<file path="src/common/afe_dac_pkg.sv">
// =========================================================================
// shared types, register map and frame tables for the afe dac chain
// =========================================================================
package afe_dac_pkg;

    localparam int DAC_WORD_W   = 32;          // one dac shift word
    localparam int NUM_DACS     = 3;           // dacs in the daisy chain
    localparam int FRAME_W      = DAC_WORD_W * NUM_DACS;
    localparam int NUM_FIELDS   = 7;           // mode, ldac, dcen, cha..chd
    localparam int NUM_CFG_REGS = NUM_FIELDS * NUM_DACS;
    localparam int NUM_FRAMES   = 11;          // frames per config sequence
    localparam int CTRL_ADDR    = 26;          // control reg, bit 0 = start

    typedef logic [DAC_WORD_W-1:0] dac_word_t;
    typedef logic [FRAME_W-1:0]    frame_word_t; // first dac word on top
    typedef logic [4:0]            reg_addr_t;
    typedef logic [6:0]            bit_cnt_t;    // up to 96 bits per frame
    typedef logic [3:0]            frame_idx_t;  // 0..10

    // field numbers, register address = field * NUM_DACS + dac index
    localparam int FIELD_MODE = 0;
    localparam int FIELD_LDAC = 1;   // \LDAC mask
    localparam int FIELD_DCEN = 2;   // daisy chain enable
    localparam int FIELD_CHA  = 3;
    localparam int FIELD_CHB  = 4;
    localparam int FIELD_CHC  = 5;
    localparam int FIELD_CHD  = 6;

    // power-on contents of the 21 config regs, in address order
    localparam dac_word_t cfg_default_table [NUM_CFG_REGS] = '{
        32'h0040_0000, 32'h0040_0000, 32'h0040_0000,  // mode, all channels on
        32'h00b0_000f, 32'h00b0_000f, 32'h00b0_000f,  // \LDAC, no channel held
        32'h0080_0001, 32'h0080_0001, 32'h0080_0001,  // dcen set
        32'h0030_8000, 32'h0030_8100, 32'h0030_8200,  // ch a near mid scale
        32'h0031_8000, 32'h0031_8100, 32'h0031_8200,  // ch b
        32'h0032_8000, 32'h0032_8100, 32'h0032_8200,  // ch c
        32'h0033_8000, 32'h0033_8100, 32'h0033_8200   // ch d
    };

    // field sent in each frame of a sequence
    // chain is opened one dac at a time through ldac/dcen, then full writes
    localparam int frame_field_table [NUM_FRAMES] = '{
        FIELD_LDAC, FIELD_DCEN,     // first dac only
        FIELD_LDAC, FIELD_DCEN,     // first two dacs
        FIELD_LDAC, FIELD_DCEN,     // whole chain
        FIELD_MODE,
        FIELD_CHA, FIELD_CHB, FIELD_CHC, FIELD_CHD
    };

    // bits shifted per frame, always the top bits of the frame word
    localparam bit_cnt_t frame_len_table [NUM_FRAMES] = '{
        7'd32, 7'd32,
        7'd64, 7'd64,
        7'd96, 7'd96, 7'd96, 7'd96, 7'd96, 7'd96, 7'd96
    };

    // one host bus write
    typedef struct packed {
        logic      valid;
        reg_addr_t addr;
        dac_word_t data;
    } bus_wr_t;

    // one assembled chain frame
    typedef struct packed {
        frame_word_t data;
        bit_cnt_t    len;
    } frame_t;

    typedef enum logic [1:0] {
        IDLE,    // waiting for start
        BUILD,   // assembling frame from cfg regs
        SEND,    // holding frame until a credit is available
        DONE     // last frame out, waiting for its credit
    } seq_state_e;

endpackage

</file>
<file path="src/afe_dac_shifter/afe_dac_shifter.sv">
`timescale 1ns/1ps

// =========================================================================
// serial shifter: holding reg, 96 bit shift reg, sync_n framing
// =========================================================================
module afe_dac_shifter (
    input  logic                slow_clk,
    input  logic                resetS,
    input  afe_dac_pkg::frame_t frame,
    input  logic                frame_valid,     // only sent against a credit
    output logic                credit_return,   // one cycle, frame finished
    output logic                sdi,
    output logic                sync_n
);

    afe_dac_pkg::frame_t      hold_frame;    // accepted, not yet shifting
    logic                     hold_valid;
    afe_dac_pkg::frame_word_t sreg;          // msb is on the wire
    afe_dac_pkg::bit_cnt_t    bit_cnt;       // bits left incl. current one
    logic                     load_sreg;     // start a frame this edge
    logic                     last_bit;

    // only start between frames, sync_n must see a high cycle first
    assign load_sreg = sync_n && hold_valid;
    assign last_bit  = !sync_n && (bit_cnt == afe_dac_pkg::bit_cnt_t'(1));
    assign sdi       = sreg[afe_dac_pkg::FRAME_W-1];

    // =====================================================================
    // holding register
    // =====================================================================
    always_ff @(posedge slow_clk)
    begin
        if (frame_valid)
        begin
            hold_frame <= frame;
        end
    end

    always_ff @(posedge slow_clk)
    begin
        if (resetS)
        begin
            hold_valid <= 1'b0;
        end
        else if (frame_valid)
        begin
            hold_valid <= 1'b1;
        end
        else if (load_sreg)
        begin
            hold_valid <= 1'b0;      // drained into sreg
        end
    end

    // =====================================================================
    // shift register, msb first
    // =====================================================================
    always_ff @(posedge slow_clk)
    begin
        if (load_sreg)
        begin
            sreg <= hold_frame.data;
        end
        else if (!sync_n)
        begin
            sreg <= {sreg[afe_dac_pkg::FRAME_W-2:0], 1'b0};
        end
    end

    // =====================================================================
    // bit counter, sync_n and credit return
    // =====================================================================
    always_ff @(posedge slow_clk)
    begin
        if (resetS)
        begin
            sync_n        <= 1'b1;
            bit_cnt       <= '0;
            credit_return <= 1'b0;
        end
        else
        begin
            credit_return <= 1'b0;
            if (load_sreg)
            begin
                sync_n  <= 1'b0;             // low for exactly len cycles
                bit_cnt <= hold_frame.len;
            end
            else if (last_bit)
            begin
                // holding reg already empty, it drained at frame start
                sync_n        <= 1'b1;
                credit_return <= 1'b1;
            end
            else if (!sync_n)
            begin
                bit_cnt <= bit_cnt - afe_dac_pkg::bit_cnt_t'(1);
            end
        end
    end

endmodule

</file>
<file path="config.mk">
export PLATFORM = sky130hd
export DESIGN_NAME = afe_dac_shifter
export DESIGN_NICKNAME = d
export VERILOG_FILES = /design/src/common/afe_dac_pkg.sv /design/src/afe_dac_shifter/afe_dac_shifter.sv
export SDC_FILE = /design/constraint.sdc
export NUM_CORES = 1
export LEC_CHECK = 0
export BUFFER_PORTS_ARGS = -buffer_cell sky130_fd_sc_hd__buf_2
export CAP_MARGIN = 20
export CORE_UTILIZATION = 31
export DETAILED_ROUTE_END_ITERATION = 10
export GPL_ROUTABILITY_DRIVEN = 0
export GPL_TIMING_DRIVEN = 0
export PLACE_DENSITY = 0.57
export SLEW_MARGIN = 15
export SYNTH_ARGS = -nofsm -noshare
export SYNTH_HDL_FRONTEND = slang
export SYNTH_SLANG_ARGS = --single-unit
</file>
<file path="constraint.sdc">
create_clock -name slow_clk -period 10.9 [get_ports slow_clk]
set_clock_uncertainty 0.15 [all_clocks]
set_input_delay 1.09 -clock slow_clk [delete_from_list [all_inputs] [get_ports slow_clk]]
set_output_delay 1.09 -clock slow_clk [all_outputs]
set_load 0.02 [all_outputs]
</file>
==> results of run 1 <==
## worst paths after layout
check	to	cells past startpoint	slack, ps
setup reg to reg	bit_cnt[3]$_SDFFE_PP0P_	6	8600
hold reg to reg	sreg[61]$_DFFE_PP_	2	340
hold / removal	sreg[61]$_DFFE_PP_	2	340
setup / recovery	sync_n	1	8450
## layer usage
layer	vias to the layer above	global-route usage [%]	part of all wire, %
met5	-	0	0
met4	0	3.33	2.5
met3	27	2.83	5.6
met2	123	17.9	44
met1	2053	15.2	48
li1	2252	-	-
## cell usage in the layout, fill, tap and decap left out, types with 2 or more instances in the layout
cell	instances
nand3_1	2
clkinv_2	5
clkinvlp_4	2
ha_1	2
nor2_1	5
nand2_1	286
o21ai_0	8
mux2i_1	2
buf_16	2
and3_1	5
inv_6	2
inv_1	5
a21oi_1	6
clkinv_1	6
nor3_1	3
clkbuf_16	24
edfxtp_1	199
clkbuf_1	19
buf_2	113
a211oi_1	2
dfxtp_1	10
## cells by family after synthesis
| kind of cell | after synthesis | share of synthesized area [%] |
|---|---|---|
| buf+inv | 30 | 1.57 |
| flops | 209 | 80.0 |
| mux | 2 | 0.259 |
| fa+ha+maj | 2 | 0.324 |
| compound gates | 23 | 2.01 |
| simple gates | 310 | 15.8 |
## through the flow
step	power, mW	setup slack (ps)
6_report	1.89	8450
4_1_cts	1.93	8410
3_5_place_dp	1.16	8550
3_3_place_gp	1.16	5560
5_1_grt	1.98	8380
2_1_floorplan	1.10	7030
## where the power goes
part | total, mW | internal (mW) | switching (mW)
clock network | 0.754 | 0.430 | 0.324
logic | 0.140 | 0.0531 | 0.0867
registers | 1.00 | 0.977 | 0.0230
total | 1.89 | 1.46 | 0.434
## cell type report
cell class	count	area, sq um	share of cell area [%]
flip-flops and latches	209	6180	65.2
multi-input cells	337	1430	15.1
clock buffers	26	608	6.42
repair buffers	109	597	6.30
well taps	324	405	4.28
clock inverters	18	135	1.43
plain buffers	25	103	1.08
inverters	5	18.8	0.198
## sequential cells by signal, indices dropped and copies added (netlist names)
name	cells
credit_return	1
bit_cnt	7
sreg	96
hold_frame	103
hold_valid	1
sync_n	1
==> flow_summary.json, run 1 <==
{
  "crit_required_ps": 9660,
  "place_hpwl_um": 8750,
  "ant_nets": 0,
  "cts.sinks": 209,
  "h-tree-depth": 1,
  "grt_pass1_wl_um": 22800,
  "synth.area.top_cells": "edfxtp_1 (77%), nand2_1 (14%), dfxtp_1 (2.6%)",
  "drt_iter0_markers": 242,
  "path_cells": "buf_2",
  "synthCells": 576,
  "startpoint": "sync_n$_SDFFE_PP1P_",
  "wl_per_cell_um": 13.6,
  "track_usage_pct": 11.3,
  "synth_most_common_cell": "nand2_1",
  "power_density_nw_per_um2": 200,
  "synthToLayoutAreaGrowth_pct": 22.7,
  "synth_edf_count": 199,
  "grt_max_degree": 72,
  "die_w_um": 160,
  "finalHoldViolations": 0,
  "status": "finished, final reports clean",
  "cpPeakStageDelay_ps": 450,
  "cts.hold.buffers_added": 0,
  "overflow": 0,
  "core_area_sq_um": 24400,
  "first_global_vias": 4398,
  "cts_tree": "yes",
  "yosys.area.top_type": "edfxtp_1",
  "cp.arrival_ps": 1210,
  "timing.rr.start": "hold_valid$_SDFFE_PP0P_",
  "power.leakage_nw": 3.85,
  "hold_path.class": "flip-flop to flip-flop",
  "syn_area_sq_um": 7720,
  "nets": 819,
  "end_kind": "primary output",
  "cts_buffers": 24,
  "via_count": 4455,
  "fmax_mhz": 408,
  "post-cts-setup-buffer-count": 0,
  "clkSlewWorstSetupHoldPaths_ps": 60,
  "design.die.area_sq_um": 25500,
  "dpl_cell_area_sq_um": 8730,
  "max_slew_margin_pct": 53.6,
  "avgSynthCellArea_sq_um": 13.4,
  "clock_path_buffers": 3,
  "dominantRegCellSynth": "edfxtp_1",
  "nFillCells": 2386,
  "ys_ff_latch": 209,
  "firstDrtPassIters": 4,
  "vdd_drop_max_mv": 0.122,
  "worst_slew_pin_slew_ps": 696,
  "num_antenna_cells": 0,
  "synth_warnings": 0,
  "synth_fp_nets": 684,
  "dpl.cell_count": 1009,
  "wl_um": 14400,
  "drcViolationCount": 0,
  "ctsResizeCount": 0,
  "min_from": "sreg[60]$_DFFE_PP_",
  "finalSetupViolations": 0,
  "synth_top_area_share_pct": 77.4,
  "slowest_stage": "dfxtp_1",
  "viasPerCell": 4.23,
  "seq_area_frac_synth_pct": 80.0,
  "fin_area_sq_um": 9470,
  "clk_latency_ps": 530,
  "synthTopCellsByCount": "nand2_1 (286), edfxtp_1 (199), clkbuf_1 (17), dfxtp_1 (10), o21ai_0 (8)",
  "cp.buffers_inverters": 1,
  "max_cap_violations": 0,
  "min_period_ps": 2450,
  "ctsRootBufferMaster": "clkbuf_16",
  "path_delay_family": "flip-flops",
  "min_period_over_period_pct": 22.5,
  "std_cell_rows": 57,
  "critPathLaunchType": "flip-flop",
  "synth_cell_types": 32,
  "die_y_um": 160,
  "whs_ps": 335,
  "antenna_found_initial": 0,
  "fin_cells": 1053,
  "port_buffers": 107,
  "start_util_pct": 31.6,
  "cp_max_fo": 6,
  "slew_viol_final": 0,
  "critPathKind": "flip-flop to primary output",
  "setup_tns_ps": 0,
  "io_pins": 109,
  "drive_above_1_share_pct": 21.8,
  "final_util_pct": 38.8,
  "rsz0062_at_grt": "false",
  "synthArstFlopShare_pct": 0
}
Power figures use the tool's default switching activity.
==> run 2, diff against run 1 <==
==> constraint.sdc (replaced) <==
create_clock -name slow_clk -period 2.5 [get_ports slow_clk]
set_clock_uncertainty 0.15 [all_clocks]
set_input_delay 0.25 -clock slow_clk [delete_from_list [all_inputs] [get_ports slow_clk]]
set_output_delay 0.25 -clock slow_clk [all_outputs]
set_load 0.02 [all_outputs]
==> flow_summary.json, run 2 (same netlist as run 1, synthesis figures left out) <==
{
  "status": "finished, final reports clean",
  "wl_um": 15800,
  "first_global_vias": 4923,
  "finalHoldViolations": 0,
  "drive_above_1_share_pct": 19.0,
  "largest_registers": "hold_frame x103, sreg x96, bit_cnt x7",
  "worst_slew_pin_slew_ps": 668,
  "drcViolationCount": 0,
  "dp_slack_ps": 137,
  "dpl_cell_area_sq_um": 8730,
  "post-cts-setup-buffer-count": 0,
  "layout_commonest_cell": "nand2_1",
  "io_pins": 109,
  "synthToLayoutAreaGrowth_pct": 36.6,
  "whs_ps": 282,
  "routed.top_layer": "met4",
  "firstDrtPassIters": 4,
  "setup_slack_ps": 426,
  "r2r_slack_ps": 430,
  "std_cell_rows": 57,
  "ctsResizeCount": 0,
  "critPathKind": "flip-flop to flip-flop",
  "num_antenna_cells": 0,
  "largest_reg_flops": 103,
  "track_usage_pct": 12.2,
  "setup_tns_ps": 0,
  "clk_latency_ps": 520,
  "start_util_pct": 31.6,
  "fin_area_sq_um": 10500,
  "cp.arrival_ps": 2360,
  "cts_tree": "yes",
  "h-tree-depth": 1,
  "power.total_mw": 8.47,
  "max_cap_violations": 0,
  "wl_per_cell_um": 13.6,
  "max_slew_margin_pct": 55.5,
  "hold_path.class": "input port to flip-flop",
  "nFillCells": 2289,
  "clock_path_buffers": 3,
  "overflow": 0,
  "grt_max_degree": 73,
  "core_area_sq_um": 24400,
  "antenna_found_initial": 0,
  "reg2regPathDepth": 6,
  "cp_max_fo": 49,
  "nets": 926,
  "power.leakage_nw": 4.30,
  "via_count": 4895,
  "wl_met3_um": 694,
  "cts_buffers": 25,
  "multiInputGateArea_sq_um": 1440,
  "rsz0062_at_grt": "false",
  "power_density_nw_per_um2": 803,
  "fmax_mhz": 482,
  "design.die.area_sq_um": 25500,
  "m1WireLength_um": 7350,
  "layout_common_cells": "nand2_1 (286), edfxtp_1 (199), buf_2 (113), dlygate4sd3_1 (105), clkbuf_16 (25)",
  "ant_nets": 0,
  "hold_depth": 2,
  "die_w_um": 160,
  "wl_met2_um": 7380,
  "vdd_drop_max_mv": 0.568,
  "critPathLaunchType": "flip-flop",
  "ctsRootBufferMaster": "clkbuf_16",
  "crit_required_ps": 2790,
  "min_period_over_period_pct": 83.0,
  "die_y_um": 160,
  "clkSlewWorstSetupHoldPaths_ps": 60,
  "regArea_sq_um": 6180,
  "port_buffers": 107,
  "slew_viol_final": 0,
  "cts.sinks": 209,
  "min_period_ps": 2070,
  "top_register": "hold_frame",
  "end_kind": "flip-flop",
  "place_hpwl_um": 8790,
  "viasPerCell": 4.22,
  "drt_iter0_markers": 253,
  "finalSetupViolations": 0,
  "grt_pass1_wl_um": 24900
}
run 2: cell types whose count changed in the layout (fill, tap and decap cells not counted):
cell	previous run	this run
clkbuf_1	19	21
clkbuf_16	24	25
clkinv_2	5	4
clkinv_4	1	3
clkinv_8	1	0
clkinvlp_4	2	1
dlygate4sd3_1	0	105
inv_6	2	1
nand2b_2	0	1
run 2: path summary, 6_finish.rpt:
path | start | endpoint
min | frame[13] | hold_frame[13]$_DFFE_PP_
min reg2reg | hold_frame[68]$_DFFE_PP_ | sreg[61]$_DFFE_PP_
max | hold_valid$_SDFFE_PP0P_ | bit_cnt[3]$_SDFFE_PP0P_
max reg2reg | hold_valid$_SDFFE_PP0P_ | bit_cnt[3]$_SDFFE_PP0P_
run 2: per-stage QoR:
| stage | util, % | instances |
|---|---|---|
| 2_1_floorplan | - | 576 |
| 3_3_place_gp | 35.5 | 1007 |
| 3_5_place_dp | 35.8 | 1009 |
| 4_1_cts | 43.2 | 1159 |
| 5_1_grt | 43.2 | 1160 |
| 6_report | 43.2 | 1160 |
run 2: report_power, final:
group	leakage [nW]	total, mW	internal, mW	switching, mW
clock network	0.369	3.36	1.94	1.42
registers	2.03	4.36	4.26	0.102
logic	1.91	0.746	0.339	0.406
total	4.30	8.47	6.54	1.93
run 2: final cells by class:
class	instances	share of cell area, %
inverters	5	0.178
flip-flops and latches	209	58.6
clock buffers	29	6.08
well taps	324	3.85
clock inverters	16	1.09
multi-input cells	338	13.6
plain buffers	25	0.973
repair buffers	214	15.6
run 2: per-layer routing:
| metal | track usage, % | vias up |
|---|---|---|
| met2 | 20.7 | 105 |
| met3 | 2.70 | 16 |
| met5 | 0 | - |
| li1 | - | 2474 |
| met4 | 3.42 | 0 |
| met1 | 15.8 | 2300 |
run 2: timing repair:
action | in CTS | in global routing
setup endpoints to repair | 0 | 1
hold endpoints to repair | 140 | 0
hold buffers | 105 | 0
run 2: critical path, stage by stage (launching register included):
cell and delay [ps]:
dfxtp_1 300, buf_2 200, nand2b_4 420, buf_16 280
o21a_4 220, o21ai_0 110, a221oi_2 280
