==> src/common/afe_dac_pkg.sv <==
// =========================================================================
// shared types, register map and frame tables for the afe dac chain
// =========================================================================
package afe_dac_pkg;

    localparam int DAC_WORD_W   = 32;          // one dac shift word
    localparam int NUM_DACS     = 3;           // dacs in the daisy chain
    localparam int FRAME_W      = DAC_WORD_W * NUM_DACS;
    localparam int NUM_FIELDS   = 7;           // mode, ldac, dcen, cha..chd
    localparam int NUM_CFG_REGS = NUM_FIELDS * NUM_DACS;
    localparam int NUM_FRAMES   = 11;          // frames per config sequence
    localparam int CTRL_ADDR    = 26;          // control reg, bit 0 = start

    typedef logic [DAC_WORD_W-1:0] dac_word_t;
    typedef logic [FRAME_W-1:0]    frame_word_t; // first dac word on top
    typedef logic [4:0]            reg_addr_t;
    typedef logic [6:0]            bit_cnt_t;    // up to 96 bits per frame
    typedef logic [3:0]            frame_idx_t;  // 0..10

    // field numbers, register address = field * NUM_DACS + dac index
    localparam int FIELD_MODE = 0;
    localparam int FIELD_LDAC = 1;   // \LDAC mask
    localparam int FIELD_DCEN = 2;   // daisy chain enable
    localparam int FIELD_CHA  = 3;
    localparam int FIELD_CHB  = 4;
    localparam int FIELD_CHC  = 5;
    localparam int FIELD_CHD  = 6;

    // power-on contents of the 21 config regs, in address order
    localparam dac_word_t cfg_default_table [NUM_CFG_REGS] = '{
        32'h0040_0000, 32'h0040_0000, 32'h0040_0000,  // mode, all channels on
        32'h00b0_000f, 32'h00b0_000f, 32'h00b0_000f,  // \LDAC, no channel held
        32'h0080_0001, 32'h0080_0001, 32'h0080_0001,  // dcen set
        32'h0030_8000, 32'h0030_8100, 32'h0030_8200,  // ch a near mid scale
        32'h0031_8000, 32'h0031_8100, 32'h0031_8200,  // ch b
        32'h0032_8000, 32'h0032_8100, 32'h0032_8200,  // ch c
        32'h0033_8000, 32'h0033_8100, 32'h0033_8200   // ch d
    };

    // field sent in each frame of a sequence
    // chain is opened one dac at a time through ldac/dcen, then full writes
    localparam int frame_field_table [NUM_FRAMES] = '{
        FIELD_LDAC, FIELD_DCEN,     // first dac only
        FIELD_LDAC, FIELD_DCEN,     // first two dacs
        FIELD_LDAC, FIELD_DCEN,     // whole chain
        FIELD_MODE,
        FIELD_CHA, FIELD_CHB, FIELD_CHC, FIELD_CHD
    };

    // bits shifted per frame, always the top bits of the frame word
    localparam bit_cnt_t frame_len_table [NUM_FRAMES] = '{
        7'd32, 7'd32,
        7'd64, 7'd64,
        7'd96, 7'd96, 7'd96, 7'd96, 7'd96, 7'd96, 7'd96
    };

    // one host bus write
    typedef struct packed {
        logic      valid;
        reg_addr_t addr;
        dac_word_t data;
    } bus_wr_t;

    // one assembled chain frame
    typedef struct packed {
        frame_word_t data;
        bit_cnt_t    len;
    } frame_t;

    typedef enum logic [1:0] {
        IDLE,    // waiting for start
        BUILD,   // assembling frame from cfg regs
        SEND,    // holding frame until a credit is available
        DONE     // last frame out, waiting for its credit
    } seq_state_e;

endpackage

==> src/hdl/afe_dac_regbank.sv <==
`timescale 1ns/1ps

// =========================================================================
// host register bank: 21 dac config words and the control register
// =========================================================================
module afe_dac_regbank (
    input  logic                   slow_clk,
    input  logic                   resetS,
    input  afe_dac_pkg::bus_wr_t   bus_wr,      // one write per cycle max
    input  logic                   seq_idle,    // sequencer can take a start
    output afe_dac_pkg::dac_word_t cfg_regs [afe_dac_pkg::NUM_CFG_REGS],
    output logic                   start_req    // one cycle start pulse
);

    logic cfg_wr;        // write hits a config register
    logic ctrl_wr;       // write hits the control register
    logic ctrl_start;    // control bit 0, other control bits not implemented
    logic start_edge;    // bit 0 going 0 -> 1 on this write

    // =====================================================================
    // address decode
    // =====================================================================
    // addresses 21..25 and 27..31 fall through both compares and are dropped
    assign cfg_wr  = bus_wr.valid &&
                     (bus_wr.addr < afe_dac_pkg::reg_addr_t'(afe_dac_pkg::NUM_CFG_REGS));
    assign ctrl_wr = bus_wr.valid &&
                     (bus_wr.addr == afe_dac_pkg::reg_addr_t'(afe_dac_pkg::CTRL_ADDR));

    // rising edge seen from the write itself, so the pulse lands
    // exactly one cycle after the control write
    assign start_edge = ctrl_wr && bus_wr.data[0] && !ctrl_start;

    // =====================================================================
    // configuration registers
    // =====================================================================
    always_ff @(posedge slow_clk)
    begin
        if (resetS)
        begin
            cfg_regs <= afe_dac_pkg::cfg_default_table;    // back to defaults
        end
        else if (cfg_wr)
        begin
            cfg_regs[bus_wr.addr] <= bus_wr.data;
        end
    end

    // =====================================================================
    // control register and start pulse
    // =====================================================================
    always_ff @(posedge slow_clk)
    begin
        if (resetS)
        begin
            ctrl_start <= 1'b0;
            start_req  <= 1'b0;
        end
        else
        begin
            if (ctrl_wr)
            begin
                ctrl_start <= bus_wr.data[0];
            end
            // a start while a sequence runs is simply lost
            start_req <= start_edge && seq_idle;
        end
    end

endmodule

==> config.mk <==
export PLATFORM = sky130hd
export DESIGN_NAME = afe_dac_regbank
export DESIGN_NICKNAME = d
export VERILOG_FILES = /design/src/common/afe_dac_pkg.sv /design/src/hdl/afe_dac_regbank.sv
export SDC_FILE = /design/constraint.sdc
export NUM_CORES = 1
export LEC_CHECK = 0
export ABC_AREA = 1
export BUFFER_PORTS_ARGS = -buffer_cell sky130_fd_sc_hd__buf_2
export CAP_MARGIN = 15
export CELL_PAD_IN_SITES_DETAIL_PLACEMENT = 0
export CELL_PAD_IN_SITES_GLOBAL_PLACEMENT = 1
export CORE_AREA = 3 3 279 281
export DETAILED_ROUTE_END_ITERATION = 7
export DIE_AREA = 0 0 282 284
export PLACE_DENSITY = 0.88
export SLEW_MARGIN = 25
export SYNTH_ARGS = -nofsm -noshare
export SYNTH_HDL_FRONTEND = slang
export SYNTH_SLANG_ARGS = --single-unit
==> constraint.sdc <==
create_clock -name slow_clk -period 4.18 [get_ports slow_clk]
set_input_delay 1.254 -clock slow_clk [delete_from_list [all_inputs] [get_ports slow_clk]]
set_output_delay 1.254 -clock slow_clk [all_outputs]
set_load 0.05 [all_outputs]
==> impl_metrics.xml, run 1 <==
<?xml version="1.0" encoding="UTF-8"?>
<metrics>
  <group name="outcome">
    <metric name="outcome" unit="">finished clean</metric>
  </group>
  <group name="setup_path">
    <metric name="crit_chain" unit="">buf_2 &gt; inv_2 &gt; nand3_1 &gt; clkinv_1 &gt; nand2_1 &gt; inv_2 &gt; nor2_1 &gt; nor2_1</metric>
    <metric name="critPathMaxFanout" unit="">25</metric>
    <metric name="cp_num_buf_inv" unit="">4</metric>
    <metric name="cp_data_arrival_time" unit="ns">3.28</metric>
    <metric name="critical-path-top-delay-family" unit="">simple AND/OR/NAND/NOR gates</metric>
    <metric name="data_required_time_of_the_worst_path" unit="ns">4.71</metric>
    <metric name="critical_path.slowest_cell" unit="">sky130_fd_sc_hd__nand2_1</metric>
    <metric name="critPathCaptureType" unit="">flop</metric>
    <metric name="r2r_setup_slack" unit="ns">3.44</metric>
    <metric name="worst_path_class_setup" unit="">input port to flop</metric>
    <metric name="worst_setup_path_start_kind" unit="">input port</metric>
    <metric name="peak_per_stage_delay_on_the_critical_path" unit="ns">0.66</metric>
  </group>
  <group name="synthesis">
    <metric name="synth.ff_latch_count" unit="">674</metric>
    <metric name="syn_nets" unit="">4304</metric>
    <metric name="yosys.area.top_type" unit="">sky130_fd_sc_hd__dfxtp_1</metric>
    <metric name="proportion_of_synthesized_chip_area_in_sequential_cells" unit="">0.475</metric>
    <metric name="synth.cell_area" unit="um^2">28400</metric>
    <metric name="synthTopCellsByArea" unit="">sky130_fd_sc_hd__dfxtp_1 (48%), sky130_fd_sc_hd__nand2_1 (12%), sky130_fd_sc_hd__nor2_1 (12%)</metric>
    <metric name="syn_area_per_cell" unit="um^2">6.66</metric>
    <metric name="post-synth-top-area-fraction" unit="">0.475</metric>
    <metric name="synth_cell_type_count" unit="">16</metric>
    <metric name="synth-warning-count" unit="">0</metric>
    <metric name="synth_enable_flop_cells" unit="">0</metric>
    <metric name="synthFlopType" unit="">sky130_fd_sc_hd__dfxtp_1</metric>
    <metric name="postSynth.asyncResetShare" unit="">0</metric>
    <metric name="post_synth_inst_count" unit="">4263</metric>
  </group>
  <group name="clock_tree">
    <metric name="tritoncts.num_buffers" unit="">76</metric>
    <metric name="clock_path_buffers" unit="">3</metric>
    <metric name="cts-htree-levels" unit="">3</metric>
    <metric name="ctsResizeCount" unit="">0</metric>
    <metric name="cts_tree" unit="">built</metric>
    <metric name="insertion_delay" unit="ns">0.66</metric>
    <metric name="post_cts_buffers" unit="">0</metric>
    <metric name="postCtsHoldBufs" unit="">0</metric>
    <metric name="clock_sinks" unit="">674</metric>
    <metric name="ctsRootBufferMaster" unit="">sky130_fd_sc_hd__clkbuf_16</metric>
    <metric name="cts.reportedPaths.clkPinSlew" unit="ns">0.06</metric>
  </group>
  <group name="grt">
    <metric name="number_of_antenna_violations_at_the_first_check_in_global_routing" unit="">6</metric>
    <metric name="first_global_vias" unit="">25300</metric>
    <metric name="grt.total_usage" unit="">0.296</metric>
    <metric name="gr-total-overflow" unit="">0</metric>
    <metric name="global_route_wire_length_before_repair" unit="um">175000</metric>
    <metric name="grt_max_degree" unit="">107</metric>
  </group>
  <group name="routing">
    <metric name="drt_first_iter_violations" unit="">2614</metric>
    <metric name="vias" unit="">28400</metric>
    <metric name="wl_per_cell" unit="um">21.1</metric>
    <metric name="drt_pass1_iterations" unit="">7</metric>
    <metric name="routed_wirelength" unit="um">123000</metric>
    <metric name="drc" unit="">0</metric>
    <metric name="vias_per_cell" unit="">4.86</metric>
    <metric name="antenna_violating_nets_post_route" unit="">0</metric>
  </group>
  <group name="pwr">
    <metric name="ir_drop" unit="uV">274</metric>
    <metric name="power-per-cell-area" unit="nW/um^2">409</metric>
    <metric name="power_report.internal_total" unit="mW">10.4</metric>
    <metric name="p_total" unit="mW">14.4</metric>
    <metric name="p_leak" unit="nW">18.3</metric>
    <metric name="power.share.sequential" unit="">0.454</metric>
    <metric name="power_frac_clock" unit="">0.463</metric>
    <metric name="power.share.combinational" unit="">0.083</metric>
    <metric name="p_switching" unit="mW">3.95</metric>
    <metric name="p_sw_frac" unit="">0.275</metric>
  </group>
  <group name="layout">
    <metric name="stdcell_area" unit="um^2">35200</metric>
    <metric name="fin_util" unit="">0.465</metric>
    <metric name="nNetsFinal" unit="">4839</metric>
    <metric name="multi_input_area" unit="um^2">10700</metric>
    <metric name="drive_gt1_frac" unit="">0.193</metric>
    <metric name="leading_cell_type_in_the_layout_fill_and_taps_excluded" unit="">sky130_fd_sc_hd__nand2_1</metric>
    <metric name="area.growth.synth_to_final" unit="%">23.8</metric>
    <metric name="fill_cells" unit="">7688</metric>
    <metric name="regArea" unit="um^2">13500</metric>
    <metric name="final_cell_mix" unit="">sky130_fd_sc_hd__nand2_1 (944), sky130_fd_sc_hd__nor2_1 (870), sky130_fd_sc_hd__inv_1 (763)</metric>
  </group>
  <group name="sta">
    <metric name="period_needed" unit="ns">2.74</metric>
    <metric name="worst_slew_margin_rel" unit="">0.272</metric>
    <metric name="fin_setup_tns" unit="ns">0</metric>
    <metric name="setup_viol" unit="">0</metric>
    <metric name="slew_viol_final" unit="">0</metric>
    <metric name="setup_repair_after_global_routing_missed_its_margin" unit="">false</metric>
    <metric name="fin_worst_skew" unit="ns">0.0122</metric>
    <metric name="worst_pin_slew" unit="ns">1.09</metric>
    <metric name="final_min_period_over_clock_period" unit="">0.657</metric>
    <metric name="fmax_achieved" unit="MHz">364</metric>
    <metric name="final_hold_viol_count" unit="">0</metric>
    <metric name="worst_slack" unit="ns">1.44</metric>
  </group>
  <group name="place">
    <metric name="placement.cell_area" unit="um^2">32700</metric>
    <metric name="globalplace.congestion" unit="">0.845</metric>
    <metric name="dpl.hpwl" unit="um">81300</metric>
    <metric name="numPortBuffers" unit="">713</metric>
    <metric name="pre_cts_ws" unit="ns">0.777</metric>
  </group>
  <group name="run">
    <metric name="max-cap-violations" unit="">0</metric>
  </group>
  <group name="die">
    <metric name="initial_utilization" unit="">0.375</metric>
    <metric name="die_w" unit="um">282</metric>
    <metric name="fp.dieH" unit="um">284</metric>
    <metric name="coreArea" unit="um^2">75700</metric>
    <metric name="standard_cell_rows" unit="">101</metric>
    <metric name="design.die.area" unit="um^2">80100</metric>
    <metric name="io_pins" unit="">714</metric>
  </group>
  <group name="min_path">
    <metric name="min-delay-path-class" unit="">flop to flop</metric>
  </group>
</metrics>
final cells by class:
cell class,instances,area share
clock buffers,105,0.0612
repair buffers,793,0.123
clock inverters,27,0.00954
inverters,782,0.0837
diodes,2,0.000142
multi-input cells,2471,0.304
well taps,978,0.0348
flip-flops and latches,674,0.384
power by group through the flow:
stage          Clock (mW)  Combinational (mW)  Sequential (mW)
2_1_floorplan           0               0.506             6.88
3_3_place_gp            0                1.19             6.67
3_5_place_dp            0                1.19             6.67
4_1_cts              6.77                1.19             6.53
5_1_grt              7.04                1.27             6.53
6_report             6.67                1.20             6.53
cell families (layout without fill, tap and decap cells):
logic type | count (synthesis) | after routing | share of synthesized area
AO/OA/AOI/OAI | 193 | 193 | 0.0362
flip-flops | 674 | 674 | 0.475
AND/OR/NAND/NOR | 2278 | 2278 | 0.337
buffers and inverters | 1118 | 1707 | 0.151
other | 0 | 2 | 0
final timing paths:
| check | from | endpoint | depth (start not counted) |
|---|---|---|---|
| setup / recovery | bus_wr[35] | cfg_regs[543] | 8 |
| hold / removal | cfg_regs[177] | cfg_regs[177] | 2 |
| setup reg to reg | cfg_regs[380] | cfg_regs[380] | 4 |
| hold reg to reg | cfg_regs[177] | cfg_regs[177] | 2 |
per-stage QoR:
stage,instances,hold slack [ns]
floorplan,4263,0.433
global placement,5698,0.435
detailed placement,5698,0.440
CTS,5830,0.455
global route,5831,0.468
finish,5832,0.450
worst reg2reg max path, delay by kind of cell (launching register included):
kind	cells	cell delay [ns]
buffers and inverters	2	0.10
DFF	1	0.44
and+or+nand+nor	2	0.14
synthesized netlist by cell type (3+ instances only):
master,count
sky130_fd_sc_hd__buf_4,3
sky130_fd_sc_hd__buf_1,45
sky130_fd_sc_hd__nand3_1,81
sky130_fd_sc_hd__nand4_1,368
sky130_fd_sc_hd__inv_1,764
sky130_fd_sc_hd__nor2_2,4
sky130_fd_sc_hd__nor2_1,880
sky130_fd_sc_hd__dfxtp_1,674
sky130_fd_sc_hd__clkinv_1,14
sky130_fd_sc_hd__buf_2,72
sky130_fd_sc_hd__o211ai_1,25
sky130_fd_sc_hd__nand2_1,945
sky130_fd_sc_hd__o21ai_0,167
sky130_fd_sc_hd__inv_2,4
sky130_fd_sc_hd__clkbuf_1,216
routing by layer:
metal / up-vias / track usage / share of wire
met5: - / 0 / 0.00022
met2: 1276 / 0.470 / 0.45
met1: 12900 / 0.374 / 0.40
met3: 246 / 0.0729 / 0.093
met4: 4 / 0.144 / 0.049
li1: 13900 / - / -
state kept, by name, summed over array words and instances (netlist names):
| register | flops |
|---|---|
| start_req | 1 |
| ctrl_start | 1 |
| cfg_regs | 672 |
Note: power is estimated with default switching activity, not from simulation.
==> run 2: changes to the inputs <==
--- a/config.mk
+++ b/config.mk
@@ -10,10 +10,10 @@
 export CAP_MARGIN = 15
 export CELL_PAD_IN_SITES_DETAIL_PLACEMENT = 0
 export CELL_PAD_IN_SITES_GLOBAL_PLACEMENT = 1
-export CORE_AREA = 3 3 279 281
+export CORE_MARGIN = 3
+export CORE_UTILIZATION = 37
 export DETAILED_ROUTE_END_ITERATION = 7
-export DIE_AREA = 0 0 282 284
-export PLACE_DENSITY = 0.88
+export PLACE_DENSITY = 0.87
 export SLEW_MARGIN = 25
 export SYNTH_ARGS = -nofsm -noshare
 export SYNTH_HDL_FRONTEND = slang
==> constraint.sdc (replaced) <==
create_clock -name slow_clk -period 2.6 [get_ports slow_clk]
set_input_delay 0.78 -clock slow_clk [delete_from_list [all_inputs] [get_ports slow_clk]]
set_output_delay 0.78 -clock slow_clk [all_outputs]
set_load 0.05 [all_outputs]
==> impl_metrics.xml, run 2 (synthesis results as in run 1) <==
<?xml version="1.0" encoding="UTF-8"?>
<metrics>
  <group name="pwr">
    <metric name="ir_drop" unit="uV">452</metric>
    <metric name="power-per-cell-area" unit="nW/um^2">653</metric>
    <metric name="p_total" unit="mW">23.6</metric>
    <metric name="p_leak" unit="nW">18.8</metric>
  </group>
  <group name="sta">
    <metric name="fin_setup_tns" unit="ns">0</metric>
    <metric name="worst_slew_margin_rel" unit="">0.490</metric>
    <metric name="period_needed" unit="ns">2.13</metric>
    <metric name="setup_repair_after_global_routing_missed_its_margin" unit="">false</metric>
    <metric name="final_hold_viol_count" unit="">0</metric>
    <metric name="worst_pin_slew" unit="ns">0.765</metric>
    <metric name="final_min_period_over_clock_period" unit="">0.819</metric>
    <metric name="fmax_achieved" unit="MHz">469</metric>
    <metric name="fin_worst_skew" unit="ns">0.000264</metric>
    <metric name="slew_viol_final" unit="">0</metric>
    <metric name="setup_viol" unit="">0</metric>
  </group>
  <group name="setup_path">
    <metric name="critPathCaptureType" unit="">output port</metric>
    <metric name="crit_chain" unit="">buf_2</metric>
    <metric name="cp_data_arrival_time" unit="ns">1.35</metric>
    <metric name="peak_per_stage_delay_on_the_critical_path" unit="ns">0.42</metric>
    <metric name="critical-path-top-delay-family" unit="">flip-flops</metric>
    <metric name="critical_path.slowest_cell" unit="">sky130_fd_sc_hd__dfxtp_1</metric>
    <metric name="data_required_time_of_the_worst_path" unit="ns">1.82</metric>
    <metric name="worst_path_class_setup" unit="">flop to output port</metric>
    <metric name="worst_setup_path_start_kind" unit="">flop</metric>
    <metric name="cp_num_buf_inv" unit="">1</metric>
    <metric name="critPathMaxFanout" unit="">2</metric>
  </group>
  <group name="layout">
    <metric name="largest_register_ffs" unit="">672</metric>
    <metric name="reg.largest.list" unit="">cfg_regs x672, ctrl_start x1, start_req x1</metric>
    <metric name="drive_gt1_frac" unit="">0.204</metric>
    <metric name="nNetsFinal" unit="">4895</metric>
    <metric name="fill_cells" unit="">7669</metric>
    <metric name="max_flop_register" unit="">cfg_regs</metric>
    <metric name="area.growth.synth_to_final" unit="%">27.2</metric>
    <metric name="final_cell_mix" unit="">sky130_fd_sc_hd__nand2_1 (944), sky130_fd_sc_hd__nor2_1 (870), sky130_fd_sc_hd__inv_1 (764)</metric>
    <metric name="leading_cell_type_in_the_layout_fill_and_taps_excluded" unit="">sky130_fd_sc_hd__nand2_1</metric>
    <metric name="multi_input_area" unit="um^2">10700</metric>
    <metric name="regArea" unit="um^2">13500</metric>
    <metric name="fin_util" unit="">0.480</metric>
  </group>
  <group name="routing">
    <metric name="routed_wirelength" unit="um">122000</metric>
    <metric name="met2WireLength" unit="um">55900</metric>
    <metric name="vias_per_cell" unit="">4.80</metric>
    <metric name="met3_wirelength" unit="um">10100</metric>
    <metric name="antenna_violating_nets_post_route" unit="">0</metric>
    <metric name="dr.max_layer_used" unit="">met5</metric>
    <metric name="drt_first_iter_violations" unit="">2672</metric>
    <metric name="routedLengthMet1" unit="um">49600</metric>
    <metric name="drc" unit="">0</metric>
    <metric name="wl_per_cell" unit="um">20.6</metric>
    <metric name="drt_pass1_iterations" unit="">7</metric>
    <metric name="vias" unit="">28500</metric>
  </group>
  <group name="min_path">
    <metric name="min-delay-path-class" unit="">input port to flop</metric>
  </group>
  <group name="clock_tree">
    <metric name="postCtsHoldBufs" unit="">0</metric>
    <metric name="cts_tree" unit="">built</metric>
    <metric name="clock_path_buffers" unit="">3</metric>
    <metric name="cts-htree-levels" unit="">3</metric>
    <metric name="clock_sinks" unit="">674</metric>
    <metric name="cts.reportedPaths.clkPinSlew" unit="ns">0.06</metric>
    <metric name="insertion_delay" unit="ns">0.62</metric>
    <metric name="tritoncts.num_buffers" unit="">76</metric>
    <metric name="post_cts_buffers" unit="">0</metric>
    <metric name="ctsResizeCount" unit="">0</metric>
    <metric name="ctsRootBufferMaster" unit="">sky130_fd_sc_hd__clkbuf_16</metric>
  </group>
  <group name="place">
    <metric name="numPortBuffers" unit="">713</metric>
    <metric name="globalplace.congestion" unit="">0.849</metric>
    <metric name="dpl.hpwl" unit="um">82100</metric>
  </group>
  <group name="grt">
    <metric name="global_route_wire_length_before_repair" unit="um">176000</metric>
    <metric name="number_of_antenna_violations_at_the_first_check_in_global_routing" unit="">18</metric>
    <metric name="grt.total_usage" unit="">0.290</metric>
    <metric name="first_global_vias" unit="">25800</metric>
    <metric name="grt_max_degree" unit="">99</metric>
    <metric name="gr-total-overflow" unit="">0</metric>
  </group>
  <group name="run">
    <metric name="max-cap-violations" unit="">0</metric>
  </group>
  <group name="die">
    <metric name="initial_utilization" unit="">0.378</metric>
    <metric name="standard_cell_rows" unit="">100</metric>
    <metric name="design.die.area" unit="um^2">80100</metric>
    <metric name="coreArea" unit="um^2">75200</metric>
    <metric name="io_pins" unit="">714</metric>
    <metric name="die_w" unit="um">283</metric>
    <metric name="fp.dieH" unit="um">283</metric>
  </group>
  <group name="outcome">
    <metric name="outcome" unit="">finished clean</metric>
  </group>
</metrics>
-- run 2: cell types whose count changed in the layout (fill, tap and decap cells not counted), moves of 2 or more --
cell / before / now
sky130_fd_sc_hd__inv_6: 3 / 1
sky130_fd_sc_hd__clkinv_2: 12 / 17
sky130_fd_sc_hd__clkinv_8: 1 / 3
sky130_fd_sc_hd__buf_4: 68 / 94
sky130_fd_sc_hd__clkbuf_1: 15 / 6
sky130_fd_sc_hd__clkbuf_8: 14 / 21
sky130_fd_sc_hd__diode_2: 2 / 10
sky130_fd_sc_hd__bufinv_16: 1 / 4
sky130_fd_sc_hd__clkinv_16: 5 / 1
sky130_fd_sc_hd__buf_12: 12 / 42
-- run 2: metrics by stage --
step	setup slack (ns)	cells	instance area, um^2	hold slack (ns)
2_1_floorplan	0.583	4263	28400	0.433
3_3_place_gp	0.239	5796	33500	0.434
3_5_place_dp	0.207	5796	33500	0.442
4_1_cts	0.427	5931	36100	0.359
5_1_grt	0.423	5937	36100	0.396
6_report	0.470	5941	36100	0.394
-- run 2: final timing paths --
kind,startpoint,end,slack [ns],depth (start not counted)
min reg2reg,cfg_regs[503],cfg_regs[503],0.46,2
max reg2reg,cfg_regs[315],cfg_regs[315],1.89,4
min,seq_idle,start_req,0.39,3
max,cfg_regs[177],cfg_regs[177],0.47,1
-- run 2: layer usage --
| metal | vias to the layer above | track usage |
|---|---|---|
| met3 | 293 | 0.0652 |
| met5 | - | 0 |
| met1 | 12900 | 0.368 |
| li1 | 14100 | - |
| met4 | 4 | 0.142 |
| met2 | 1234 | 0.467 |
-- run 2: report_power, final --
part	total, mW	internal (mW)	switching (mW)
sequential	10.5	10.4	0.0650
clock	11.1	6.47	4.62
combinational	1.99	0.432	1.56
-- run 2: area by class of cell --
type | instances | share of cell area
flip-flops and latches | 674 | 0.374
multi-input cells | 2471 | 0.296
repair buffers | 849 | 0.142
inverters | 782 | 0.0815
clock buffers | 104 | 0.0620
well taps | 1020 | 0.0353
clock inverters | 31 | 0.00953
diodes | 10 | 0.000693
